[config.mk]
export PLATFORM = sky130hd
export DESIGN_NAME = hdc_top
export DESIGN_NICKNAME = d
export VERILOG_FILES = /design/src/hdc_pkg.sv /design/src/hdc_top.sv /design/src/hdc_encoder.sv /design/src/hdc_item_memory.sv /design/src/hdc_inst_decode.sv /design/src/hdc_inst_control.sv /design/src/hdc_csr.sv
export VERILOG_INCLUDE_DIRS = /design/src /design/src/src
export SDC_FILE = /design/constraint.sdc
export NUM_CORES = 2
export LEC_CHECK = 0
export BUFFER_PORTS_ARGS = -buffer_cell sky130_fd_sc_hd__buf_2
export CAP_MARGIN = 20
export CORE_MARGIN = 4
export CORE_UTILIZATION = 55
export CTS_CLUSTER_DIAMETER = 200
export DETAILED_ROUTE_END_ITERATION = 10
export GPL_ROUTABILITY_DRIVEN = 1
export PLACE_DENSITY = 0.74
export SYNTH_ARGS = -nofsm -noshare
export SYNTH_HDL_FRONTEND = slang
export SYNTH_HIERARCHICAL = 1
export SYNTH_SLANG_ARGS = --single-unit
[constraint.sdc]
create_clock -name clk_i -period 5.1 [get_ports clk_i]
set_clock_uncertainty 0.05 [all_clocks]
set_input_delay 1.02 -clock clk_i [delete_from_list [all_inputs] [get_ports clk_i]]
set_output_delay 1.02 -clock clk_i [all_outputs]
set_load 0.01 [all_outputs]
[src/hdc_defs.svh]
/*
  Shared sizes, CSR register addresses and the item seed of the HDC encoder.
  Include this header wherever one of these constants is needed.
*/
`ifndef HDC_DEFS_SVH
`define HDC_DEFS_SVH

// Datapath and program sizes
`define HDC_HV_DIM        64
`define HDC_DATA_W        32
`define HDC_CSR_ADDR_W    3
`define HDC_INST_DEPTH    16
`define HDC_INST_ADDR_W   4
`define HDC_NUM_REGS      4
`define HDC_REG_ADDR_W    2
`define HDC_SYM_W         6
`define HDC_BUND_W        8

// Base vector, rotated left by the symbol value
`define HDC_ITEM_SEED     64'hA5C3_96E1_0F7B_24D9

// CSR map
`define HDC_CSR_CTRL      3'd0
`define HDC_CSR_PROG_END  3'd1
`define HDC_CSR_INST_ADDR 3'd2
`define HDC_CSR_INST_DATA 3'd3
`define HDC_CSR_STATUS    3'd4

`endif
[src/hdc_pkg.sv]
/*
  Common types of the HDC encoder: hypervector, CSR data and address fields,
  register and symbol widths, and the opcode set of the instruction word.
  Compile before any module of the core.
*/
package hdc_pkg;

  `include "hdc_defs.svh"

  typedef logic [`HDC_HV_DIM-1:0]      hv_t;
  typedef logic [`HDC_DATA_W-1:0]      csr_data_t;
  typedef logic [`HDC_CSR_ADDR_W-1:0]  csr_addr_t;
  typedef logic [`HDC_INST_ADDR_W-1:0] inst_addr_t;
  typedef logic [`HDC_REG_ADDR_W-1:0]  reg_addr_t;
  typedef logic [`HDC_SYM_W-1:0]       sym_t;

  // Opcodes, bits 2..0 of the instruction word
  // Encoding 7 is unused and decodes as a no-op
  typedef enum logic [2:0] {
    OP_NOP      = 3'd0,
    OP_LOAD_IM  = 3'd1,
    OP_BIND_IM  = 3'd2,
    OP_BIND_REG = 3'd3,
    OP_PERM     = 3'd4,
    OP_BUNDLE   = 3'd5,
    OP_EMIT     = 3'd6
  } hdc_op_e;

endpackage

[src/hdc_top.sv]
/*
  Top level of the programmable HDC encoder core. Connects the host CSR
  port, instruction fetch and decode, the item memory and the encoder.
  One clock, one synchronous active-high reset.
*/
`timescale 1ns/1ps

module hdc_top (
  input  logic                clk_i,
  input  logic                rst_i,
  input  logic                csr_wr_i,
  input  logic                csr_rd_i,
  input  hdc_pkg::csr_addr_t  csr_addr_i,
  input  hdc_pkg::csr_data_t  csr_wdata_i,
  output hdc_pkg::csr_data_t  csr_rdata_o,
  output logic                csr_rvalid_o,
  input  logic                sym_valid_i,
  input  hdc_pkg::sym_t       sym_i,
  output hdc_pkg::hv_t        qhv_o,
  output logic                qhv_valid_o
);

  import hdc_pkg::*;

  // CSR to control
  logic       run;
  logic       clr;
  inst_addr_t prog_end;
  logic       inst_we;
  inst_addr_t inst_waddr;
  csr_data_t  inst_wdata;
  logic       running;
  inst_addr_t pc;

  // Fetch, decode and item memory
  csr_data_t  inst_word;
  logic       exec_en;
  hdc_op_e    op;
  reg_addr_t  dst;
  reg_addr_t  src;
  logic       pop;
  hv_t        item_hv;
  logic       hold_full;

  hdc_csr i_csr (
    .clk_i        ( clk_i        ),
    .rst_i        ( rst_i        ),
    .csr_wr_i     ( csr_wr_i     ),
    .csr_rd_i     ( csr_rd_i     ),
    .csr_addr_i   ( csr_addr_i   ),
    .csr_wdata_i  ( csr_wdata_i  ),
    .csr_rdata_o  ( csr_rdata_o  ),
    .csr_rvalid_o ( csr_rvalid_o ),
    .running_i    ( running      ),
    .pc_i         ( pc           ),
    .run_o        ( run          ),
    .clr_o        ( clr          ),
    .prog_end_o   ( prog_end     ),
    .inst_we_o    ( inst_we      ),
    .inst_waddr_o ( inst_waddr   ),
    .inst_wdata_o ( inst_wdata   )
  );

  hdc_inst_control i_inst_control (
    .clk_i        ( clk_i        ),
    .rst_i        ( rst_i        ),
    .run_i        ( run          ),
    .clr_i        ( clr          ),
    .prog_end_i   ( prog_end     ),
    .inst_we_i    ( inst_we      ),
    .inst_waddr_i ( inst_waddr   ),
    .inst_wdata_i ( inst_wdata   ),
    .pop_i        ( pop          ),
    .hold_full_i  ( hold_full    ),
    .inst_word_o  ( inst_word    ),
    .exec_en_o    ( exec_en      ),
    .running_o    ( running      ),
    .pc_o         ( pc           )
  );

  hdc_inst_decode i_inst_decode (
    .inst_word_i  ( inst_word    ),
    .exec_en_i    ( exec_en      ),
    .op_o         ( op           ),
    .dst_o        ( dst          ),
    .src_o        ( src          ),
    .pop_o        ( pop          )
  );

  hdc_item_memory i_item_memory (
    .clk_i        ( clk_i        ),
    .rst_i        ( rst_i        ),
    .clr_i        ( clr          ),
    .sym_valid_i  ( sym_valid_i  ),
    .sym_i        ( sym_i        ),
    .pop_i        ( pop          ),
    .item_hv_o    ( item_hv      ),
    .hold_full_o  ( hold_full    )
  );

  hdc_encoder i_encoder (
    .clk_i        ( clk_i        ),
    .rst_i        ( rst_i        ),
    .clr_i        ( clr          ),
    .op_i         ( op           ),
    .dst_i        ( dst          ),
    .src_i        ( src          ),
    .item_hv_i    ( item_hv      ),
    .qhv_o        ( qhv_o        ),
    .qhv_valid_o  ( qhv_valid_o  )
  );

endmodule

[src/hdc_encoder.sv]
/*
  HDC encoder datapath. Four hypervector registers, a bind and permute unit
  and one saturating signed bundling counter per bit. Applies the decoded
  operation each cycle; EMIT registers the majority vector, pulses
  qhv_valid_o for one cycle and clears the counters.
*/
`timescale 1ns/1ps
`include "hdc_defs.svh"

module hdc_encoder (
  input  logic                clk_i,
  input  logic                rst_i,
  input  logic                clr_i,
  input  hdc_pkg::hdc_op_e    op_i,
  input  hdc_pkg::reg_addr_t  dst_i,
  input  hdc_pkg::reg_addr_t  src_i,
  input  hdc_pkg::hv_t        item_hv_i,
  output hdc_pkg::hv_t        qhv_o,
  output logic                qhv_valid_o
);

  import hdc_pkg::*;

  localparam int unsigned HV = `HDC_HV_DIM;
  localparam int unsigned BW = `HDC_BUND_W;
  localparam logic signed [BW-1:0] CNT_MAX = {1'b0, {(BW-1){1'b1}}};
  localparam logic signed [BW-1:0] CNT_MIN = {1'b1, {(BW-1){1'b0}}};

  hv_t                   regs_q [`HDC_NUM_REGS];
  hv_t                   src_hv;
  hv_t                   dst_hv;
  hv_t                   alu_res;
  logic                  alu_we;
  logic signed [BW-1:0]  cnt_q [HV];
  logic signed [BW-1:0]  cnt_d [HV];
  hv_t                   majority;
  hv_t                   qhv_q;
  logic                  qhv_valid_q;

  assign src_hv = regs_q[src_i];
  assign dst_hv = regs_q[dst_i];

  // --------------------------------------------------------------------------
  // Bind and permute
  // --------------------------------------------------------------------------
  always_comb begin
    alu_res = '0;
    alu_we  = 1'b0;
    case (op_i)
      OP_LOAD_IM: begin
        alu_res = item_hv_i;
        alu_we  = 1'b1;
      end
      OP_BIND_IM: begin
        alu_res = src_hv ^ item_hv_i;
        alu_we  = 1'b1;
      end
      OP_BIND_REG: begin
        alu_res = dst_hv ^ src_hv;
        alu_we  = 1'b1;
      end
      OP_PERM: begin
        // Rotate left by one
        alu_res = {src_hv[HV-2:0], src_hv[HV-1]};
        alu_we  = 1'b1;
      end
      default: ;
    endcase
  end

  always_ff @(posedge clk_i) begin
    if (rst_i || clr_i) begin
      for (int r = 0; r < `HDC_NUM_REGS; r++) begin
        regs_q[r] <= '0;
      end
    end else if (alu_we) begin
      regs_q[dst_i] <= alu_res;
    end
  end

  // --------------------------------------------------------------------------
  // Bundling counters and majority
  // --------------------------------------------------------------------------
  always_comb begin
    for (int i = 0; i < HV; i++) begin
      cnt_d[i] = cnt_q[i];
      if (op_i == OP_EMIT) begin
        cnt_d[i] = '0;
      end else if (op_i == OP_BUNDLE) begin
        if (src_hv[i] && (cnt_q[i] != CNT_MAX)) begin
          cnt_d[i] = cnt_q[i] + 1'b1;
        end else if (!src_hv[i] && (cnt_q[i] != CNT_MIN)) begin
          cnt_d[i] = cnt_q[i] - 1'b1;
        end
      end
      // Ties give 0
      majority[i] = (cnt_q[i] > 0);
    end
  end

  always_ff @(posedge clk_i) begin
    for (int i = 0; i < HV; i++) begin
      if (rst_i || clr_i) begin
        cnt_q[i] <= '0;
      end else begin
        cnt_q[i] <= cnt_d[i];
      end
    end
  end

  // Query output holds until the next emit
  always_ff @(posedge clk_i) begin
    if (rst_i) begin
      qhv_q       <= '0;
      qhv_valid_q <= 1'b0;
    end else begin
      qhv_valid_q <= (op_i == OP_EMIT) && !clr_i;
      if ((op_i == OP_EMIT) && !clr_i) begin
        qhv_q <= majority;
      end
    end
  end

  assign qhv_o       = qhv_q;
  assign qhv_valid_o = qhv_valid_q;

endmodule

[src/hdc_item_memory.sv]
/*
  Seed-based item memory. Keeps one held symbol from the strobe input and
  presents its item hypervector, the seed rotated left by the symbol value.
  A strobe arriving while the hold is full is dropped.
*/
`timescale 1ns/1ps
`include "hdc_defs.svh"

module hdc_item_memory (
  input  logic           clk_i,
  input  logic           rst_i,
  input  logic           clr_i,
  input  logic           sym_valid_i,
  input  hdc_pkg::sym_t  sym_i,
  input  logic           pop_i,
  output hdc_pkg::hv_t   item_hv_o,
  output logic           hold_full_o
);

  import hdc_pkg::*;

  sym_t                     sym_q;
  logic                     full_q;
  logic [2*`HDC_HV_DIM-1:0] seed_dbl;

  always_ff @(posedge clk_i) begin
    if (rst_i || clr_i) begin
      full_q <= 1'b0;
      sym_q  <= '0;
    end else if (sym_valid_i && !full_q) begin
      full_q <= 1'b1;
      sym_q  <= sym_i;
    end else if (pop_i && full_q) begin
      // Pop is only seen while running, so this is an executed consume
      full_q <= 1'b0;
    end
  end

  // Rotate by shifting a doubled copy and keeping the upper half
  assign seed_dbl  = {`HDC_ITEM_SEED, `HDC_ITEM_SEED} << sym_q;
  assign item_hv_o = seed_dbl[2*`HDC_HV_DIM-1:`HDC_HV_DIM];

  assign hold_full_o = full_q;

endmodule

[src/hdc_inst_decode.sv]
/*
  Instruction decoder of the HDC encoder. Splits the fetched word into
  opcode, destination and source register fields. The opcode is forced to
  a no-op when execution is not enabled; pop flags the item opcodes.
*/
`timescale 1ns/1ps

module hdc_inst_decode (
  input  hdc_pkg::csr_data_t  inst_word_i,
  input  logic                exec_en_i,
  output hdc_pkg::hdc_op_e    op_o,
  output hdc_pkg::reg_addr_t  dst_o,
  output hdc_pkg::reg_addr_t  src_o,
  output logic                pop_o
);

  import hdc_pkg::*;

  logic [2:0] op_raw;
  hdc_op_e    op_dec;

  assign op_raw = inst_word_i[2:0];

  // Map the raw field onto the opcode set
  always_comb begin
    case (op_raw)
      3'd1:    op_dec = OP_LOAD_IM;
      3'd2:    op_dec = OP_BIND_IM;
      3'd3:    op_dec = OP_BIND_REG;
      3'd4:    op_dec = OP_PERM;
      3'd5:    op_dec = OP_BUNDLE;
      3'd6:    op_dec = OP_EMIT;
      default: op_dec = OP_NOP;
    endcase
  end

  // Symbol request comes from the word itself so a stall can be detected
  assign pop_o = (op_dec == OP_LOAD_IM) || (op_dec == OP_BIND_IM);

  assign op_o  = exec_en_i ? op_dec : OP_NOP;
  assign dst_o = inst_word_i[4:3];
  assign src_o = inst_word_i[6:5];

endmodule

[src/hdc_inst_control.sv]
/*
  Instruction fetch of the HDC encoder. Holds the program memory, tracks
  the run state and steps the PC once per executed instruction, wrapping
  after PROG_END. A pop with no held symbol stalls the PC.
  Outside the run state the fetched word is forced to a no-op.
*/
`timescale 1ns/1ps
`include "hdc_defs.svh"

module hdc_inst_control (
  input  logic                  clk_i,
  input  logic                  rst_i,
  input  logic                  run_i,
  input  logic                  clr_i,
  input  hdc_pkg::inst_addr_t   prog_end_i,
  input  logic                  inst_we_i,
  input  hdc_pkg::inst_addr_t   inst_waddr_i,
  input  hdc_pkg::csr_data_t    inst_wdata_i,
  input  logic                  pop_i,
  input  logic                  hold_full_i,
  output hdc_pkg::csr_data_t    inst_word_o,
  output logic                  exec_en_o,
  output logic                  running_o,
  output hdc_pkg::inst_addr_t   pc_o
);

  import hdc_pkg::*;

  typedef enum logic {
    ST_IDLE,
    ST_RUN
  } state_e;

  state_e     state_q;
  state_e     state_d;
  inst_addr_t pc_q;
  csr_data_t  inst_mem [`HDC_INST_DEPTH];
  logic       active;
  logic       stall;

  // --------------------------------------------------------------------------
  // Program memory
  // --------------------------------------------------------------------------
  always_ff @(posedge clk_i) begin
    if (inst_we_i) begin
      inst_mem[inst_waddr_i] <= inst_wdata_i;
    end
  end

  // --------------------------------------------------------------------------
  // Run state
  // --------------------------------------------------------------------------
  always_comb begin
    state_d = state_q;
    case (state_q)
      ST_IDLE: if (run_i) state_d = ST_RUN;
      ST_RUN:  if (!run_i) state_d = ST_IDLE;
      default: state_d = ST_IDLE;
    endcase
  end

  always_ff @(posedge clk_i) begin
    if (rst_i) begin
      state_q <= ST_IDLE;
    end else begin
      state_q <= state_d;
    end
  end

  // Clear cycle executes nothing
  assign active = (state_q == ST_RUN) && run_i && !clr_i;

  // Only a real pop can stall, since idle words are no-ops
  assign stall     = pop_i && !hold_full_i;
  assign exec_en_o = active && !stall;

  assign inst_word_o = active ? inst_mem[pc_q] : '0;

  // --------------------------------------------------------------------------
  // Program counter
  // --------------------------------------------------------------------------
  always_ff @(posedge clk_i) begin
    if (rst_i || clr_i) begin
      pc_q <= '0;
    end else if (exec_en_o) begin
      if (pc_q == prog_end_i) begin
        pc_q <= '0;
      end else begin
        pc_q <= pc_q + 1'b1;
      end
    end
  end

  assign pc_o      = pc_q;
  assign running_o = (state_q == ST_RUN);

endmodule

[src/hdc_csr.sv]
/*
  Host register file of the HDC encoder. Single-cycle write and read strobes;
  read data returns one cycle after the read strobe with csr_rvalid_o.
  Drives the run bit, the clear pulse, PROG_END and the program write path.
*/
`timescale 1ns/1ps
`include "hdc_defs.svh"

module hdc_csr (
  input  logic                  clk_i,
  input  logic                  rst_i,
  input  logic                  csr_wr_i,
  input  logic                  csr_rd_i,
  input  hdc_pkg::csr_addr_t    csr_addr_i,
  input  hdc_pkg::csr_data_t    csr_wdata_i,
  output hdc_pkg::csr_data_t    csr_rdata_o,
  output logic                  csr_rvalid_o,
  input  logic                  running_i,
  input  hdc_pkg::inst_addr_t   pc_i,
  output logic                  run_o,
  output logic                  clr_o,
  output hdc_pkg::inst_addr_t   prog_end_o,
  output logic                  inst_we_o,
  output hdc_pkg::inst_addr_t   inst_waddr_o,
  output hdc_pkg::csr_data_t    inst_wdata_o
);

  import hdc_pkg::*;

  logic       run_q;
  logic       clr_q;
  inst_addr_t prog_end_q;
  inst_addr_t inst_addr_q;
  csr_data_t  rd_data;
  csr_data_t  rdata_q;
  logic       rvalid_q;

  // --------------------------------------------------------------------------
  // Write decode
  // --------------------------------------------------------------------------
  always_ff @(posedge clk_i) begin
    if (rst_i) begin
      run_q       <= 1'b0;
      clr_q       <= 1'b0;
      prog_end_q  <= '0;
      inst_addr_q <= '0;
    end else begin
      // Clear is a single-cycle pulse
      clr_q <= csr_wr_i && (csr_addr_i == `HDC_CSR_CTRL) && csr_wdata_i[1];
      if (csr_wr_i) begin
        case (csr_addr_i)
          `HDC_CSR_CTRL:      run_q       <= csr_wdata_i[0];
          `HDC_CSR_PROG_END:  prog_end_q  <= csr_wdata_i[`HDC_INST_ADDR_W-1:0];
          `HDC_CSR_INST_ADDR: inst_addr_q <= csr_wdata_i[`HDC_INST_ADDR_W-1:0];
          // Pointer wraps at the end of program memory
          `HDC_CSR_INST_DATA: inst_addr_q <= inst_addr_q + 1'b1;
          default: ;
        endcase
      end
    end
  end

  // Program word goes straight to instruction memory
  assign inst_we_o    = csr_wr_i && (csr_addr_i == `HDC_CSR_INST_DATA);
  assign inst_waddr_o = inst_addr_q;
  assign inst_wdata_o = csr_wdata_i;

  // --------------------------------------------------------------------------
  // Read path
  // --------------------------------------------------------------------------
  always_comb begin
    rd_data = '0;
    case (csr_addr_i)
      `HDC_CSR_CTRL:      rd_data[0] = run_q;
      `HDC_CSR_PROG_END:  rd_data[`HDC_INST_ADDR_W-1:0] = prog_end_q;
      `HDC_CSR_INST_ADDR: rd_data[`HDC_INST_ADDR_W-1:0] = inst_addr_q;
      `HDC_CSR_STATUS: begin
        rd_data[0] = running_i;
        rd_data[4 +: `HDC_INST_ADDR_W] = pc_i;
      end
      default: rd_data = '0;
    endcase
  end

  always_ff @(posedge clk_i) begin
    if (rst_i) begin
      rdata_q  <= '0;
      rvalid_q <= 1'b0;
    end else begin
      rvalid_q <= csr_rd_i;
      if (csr_rd_i) begin
        rdata_q <= rd_data;
      end
    end
  end

  assign csr_rdata_o  = rdata_q;
  assign csr_rvalid_o = rvalid_q;
  assign run_o        = run_q;
  assign clr_o        = clr_q;
  assign prog_end_o   = prog_end_q;

endmodule

==> summary.txt <==
Drt
  – DRC Markers: 0
  – Routed len/inst: about 19 um
  – Via count: 53250
  – Pre-antenna DRT Iters: 10
  – Antenna Nets Post-Route: 0
  – Vias per cell: between 6 and 7
  – Number of DRC markers in iteration 0: 4944
  – Drt total wl: 162000 um

Setup path
  – CP max stage delay: approximately 0.56 ns
  – Crit path max-delay family: buffers and inverters
  – CP Class: reg2reg
  – WP depth: 16
  – Crit start category: flop
  – Crit-path most repeated cell: buf_4
  – Crit path DAT: 5.27 ns
  – Reg2Reg Capture Point: i_encoder/regs_q[1][16]
  – CP max FO: 66
  – WP data required: 5.51 ns
  – R2R Setup Slk: 0.24 ns
  – Crit-path slowest cell: a222oi_1
  – Reg2reg path depth: 16
  – Crit path capture type: flop
  – Critical path cell sequence: buf_4 > mux4_2 > inv_1 > o221ai_1 > xnor2_1 > nor2_1 > nor2b_1 > nor2_2 > nand2_1 > a21oi_4 > buf_16 > nor3b_2 > buf_4 > a222oi_1 > buf_4 > nor2_1
  – Buf/Inv on CP: 5

Finish
  – Share of cells above drive strength 1: a little under an eighth
  – Most common cell after layout, fill and taps aside: nor2_1
  – Layout overhead on the synthesized area: 10.11%
  – Diode count: 0
  – Fill count: 9642
  – # nets final: 7443
  – Sequential cell area: 23310 um2
  – Commonest non-fill, non-tap cells in the layout: nor2_1 (972), dfxtp_1 (607), a21oi_1 (503)
  – Multi-input gate area: 39920 um2
  – Core Util, Final: 60.98%
  – Fin cells: 8567

CTS
  – Clock root buffer: clkbuf_16
  – Total clock buffers created by CTS: roughly 110
  – Clock Sinks: 980
  – CTS max path bufs: 3
  – Reg clk slew, reported paths: about 0.060 ns
  – CTS tree: done
  – Cts hold-fix bufs: 0
  – H-Tree Depth: 3
  – Worst-Skew Late Latency: ~0.74 ns

Die
  – DIE WIDTH: 352.6 um
  – # IOs: 144
  – Initial core utilization: 55.38%
  – Cell Rows: 126
  – CORE AREA: between 100000 and 150000 um2
  – Die height: 352.6 um
  – Die area: 124300 um2

Timing
  – Worst-Margin Slew: 1.029 ns
  – Post-route clock period utilization: 95.35%
  – Max Fclk: 0.2056 GHz
  – Smallest setup slack after layout: 0.2371 ns
  – Endpoints failing hold: 0
  – Relative slew slack: about 31%
  – Unrepaired setup endpoints after global routing: yes
  – Max-slew violations: 0
  – # setup viols final: 0
  – Minimum clock period: 4.863 ns

Global routing
  – Grt met3 use: 3.573%
  – Vias in the first global route: ~52000
  – Congestion Overflow GR: 0
  – GR Util met1: 32.29%
  – Met2 GRT Util: 43.27%
  – Global routing's busiest layer: met2
  – First-pass GRT wire length: ~260000 um
  – Pin count of the biggest net entering global routing: 75
  – Initial antenna violation count: 4
  – Total track usage: 25.07%

Status
  – Status: completed

Power
  – Power, Total: 18.12 mW
  – Peak VDD IR: 0.2993 mV
  – Lkg Pwr: roughly 28 nW
  – Pwr/cell area: 252.0 nW/um2

Synthesis
  – Synth Cell Area: approximately 65000 um2
  – Synth warnings: 6
  – Cells after synthesis: 6850
  – Syn avg cell area: 9.533 um2

Hold path
  – Min-Delay Endpoint: i_encoder/qhv_o[33]
  – Hold depth: 2
  – Hold WC Path Type: reg2reg
  – Startpoint of the worst hold path: i_encoder/qhv_o[33]

Job
  – # Max-Cap Violations: 0

Place
  – Dpl hpwl: ~110000 um
  – Port-buffer cells: 94
  – Placer Congestion: 0.9648
  – Placed Cells: about 8300
  – Setup WS pre-CTS: -0.2326 ns
[worst register-to-register path, delay by kind of cell, from the launching register on]
kind	cells	cell delay [ns]
AO/OA/AOI/OAI	3	1.09
multiplexers	1	0.50
flip-flops	1	0.48
XOR/XNOR	1	0.25
buffers and inverters	5	1.34
AND/OR/NAND/NOR	6	0.88
[per-layer routing]
layer,up-vias,routed length [um]
met5,-,23
met4,2,5432
met3,311,9405
met2,1507,78450
met1,25740,68650
li1,25690,-
[how the worst max path moves through the flow]
| stage | start | to | slack (ns) |
|---|---|---|---|
| floorplan | flop | i_encoder/regs_q[2][0] | 0.16 |
| global placement | flop | i_encoder/regs_q[0][48] | -0.02 |
| detailed placement | flop | i_encoder/regs_q[1][50] | -0.23 |
| CTS | flop | i_encoder/regs_q[0][41] | 0.03 |
| global route | flop | i_encoder/regs_q[1][16] | -0.11 |
| finish | flop | i_encoder/regs_q[1][16] | 0.24 |
[what timing repair did]
action / CTS / global route
endpoints found under the setup margin: 348 / 441
cloned: 0 / 1
resized for setup: 11 / 8
hold endpoints to repair: 0 / 0
buffers inserted: 8 / 10
pin swaps: 7 / 9
[report_power, final]
part / internal [mW] / switching (mW) / total [mW]
Sequential: 8.19 / 0.0587 / 8.25
Combinational: 0.591 / 1.06 / 1.65
Clock: 4.83 / 3.39 / 8.22
[sequential cells by signal (all words and copies together) (netlist names), named ones only]
name	flops
i_encoder/qhv_o	64
i_csr/run_o	1
i_inst_control/inst_mem	112
i_encoder/cnt_q	512
i_item_memory/sym_q	6
i_csr/inst_waddr_o	4
i_item_memory/hold_full_o	1
i_inst_control/pc_o	4
i_inst_control/running_o	1
i_csr/csr_rvalid_o	1
i_encoder/regs_q	256
i_csr/prog_end_o	4
i_encoder/qhv_valid_o	1
i_csr/clr_o	1
i_csr/csr_rdata_o	8
[area by class of cell]
cell class	count	area share [%]
multi-input combinational	5377	55.51
sequential	980	32.42
clock buffer	151	4.302
timing repair buffer	280	3.117
tap	1536	2.673
inverter	191	0.9971
clock inverter	52	0.9814
[through the flow]
stage	TNS [ns]	area [um2]	hold slack, ns
detailed placement	-40.01	67850	0.4061
global placement	-2.036	67840	0.4029
finish	0	71900	0.4160
global route	-0.3764	71900	0.4303
CTS	0	71750	0.4163
floorplan	0	65400	0.4098
Power figures use the tool's default switching activity.
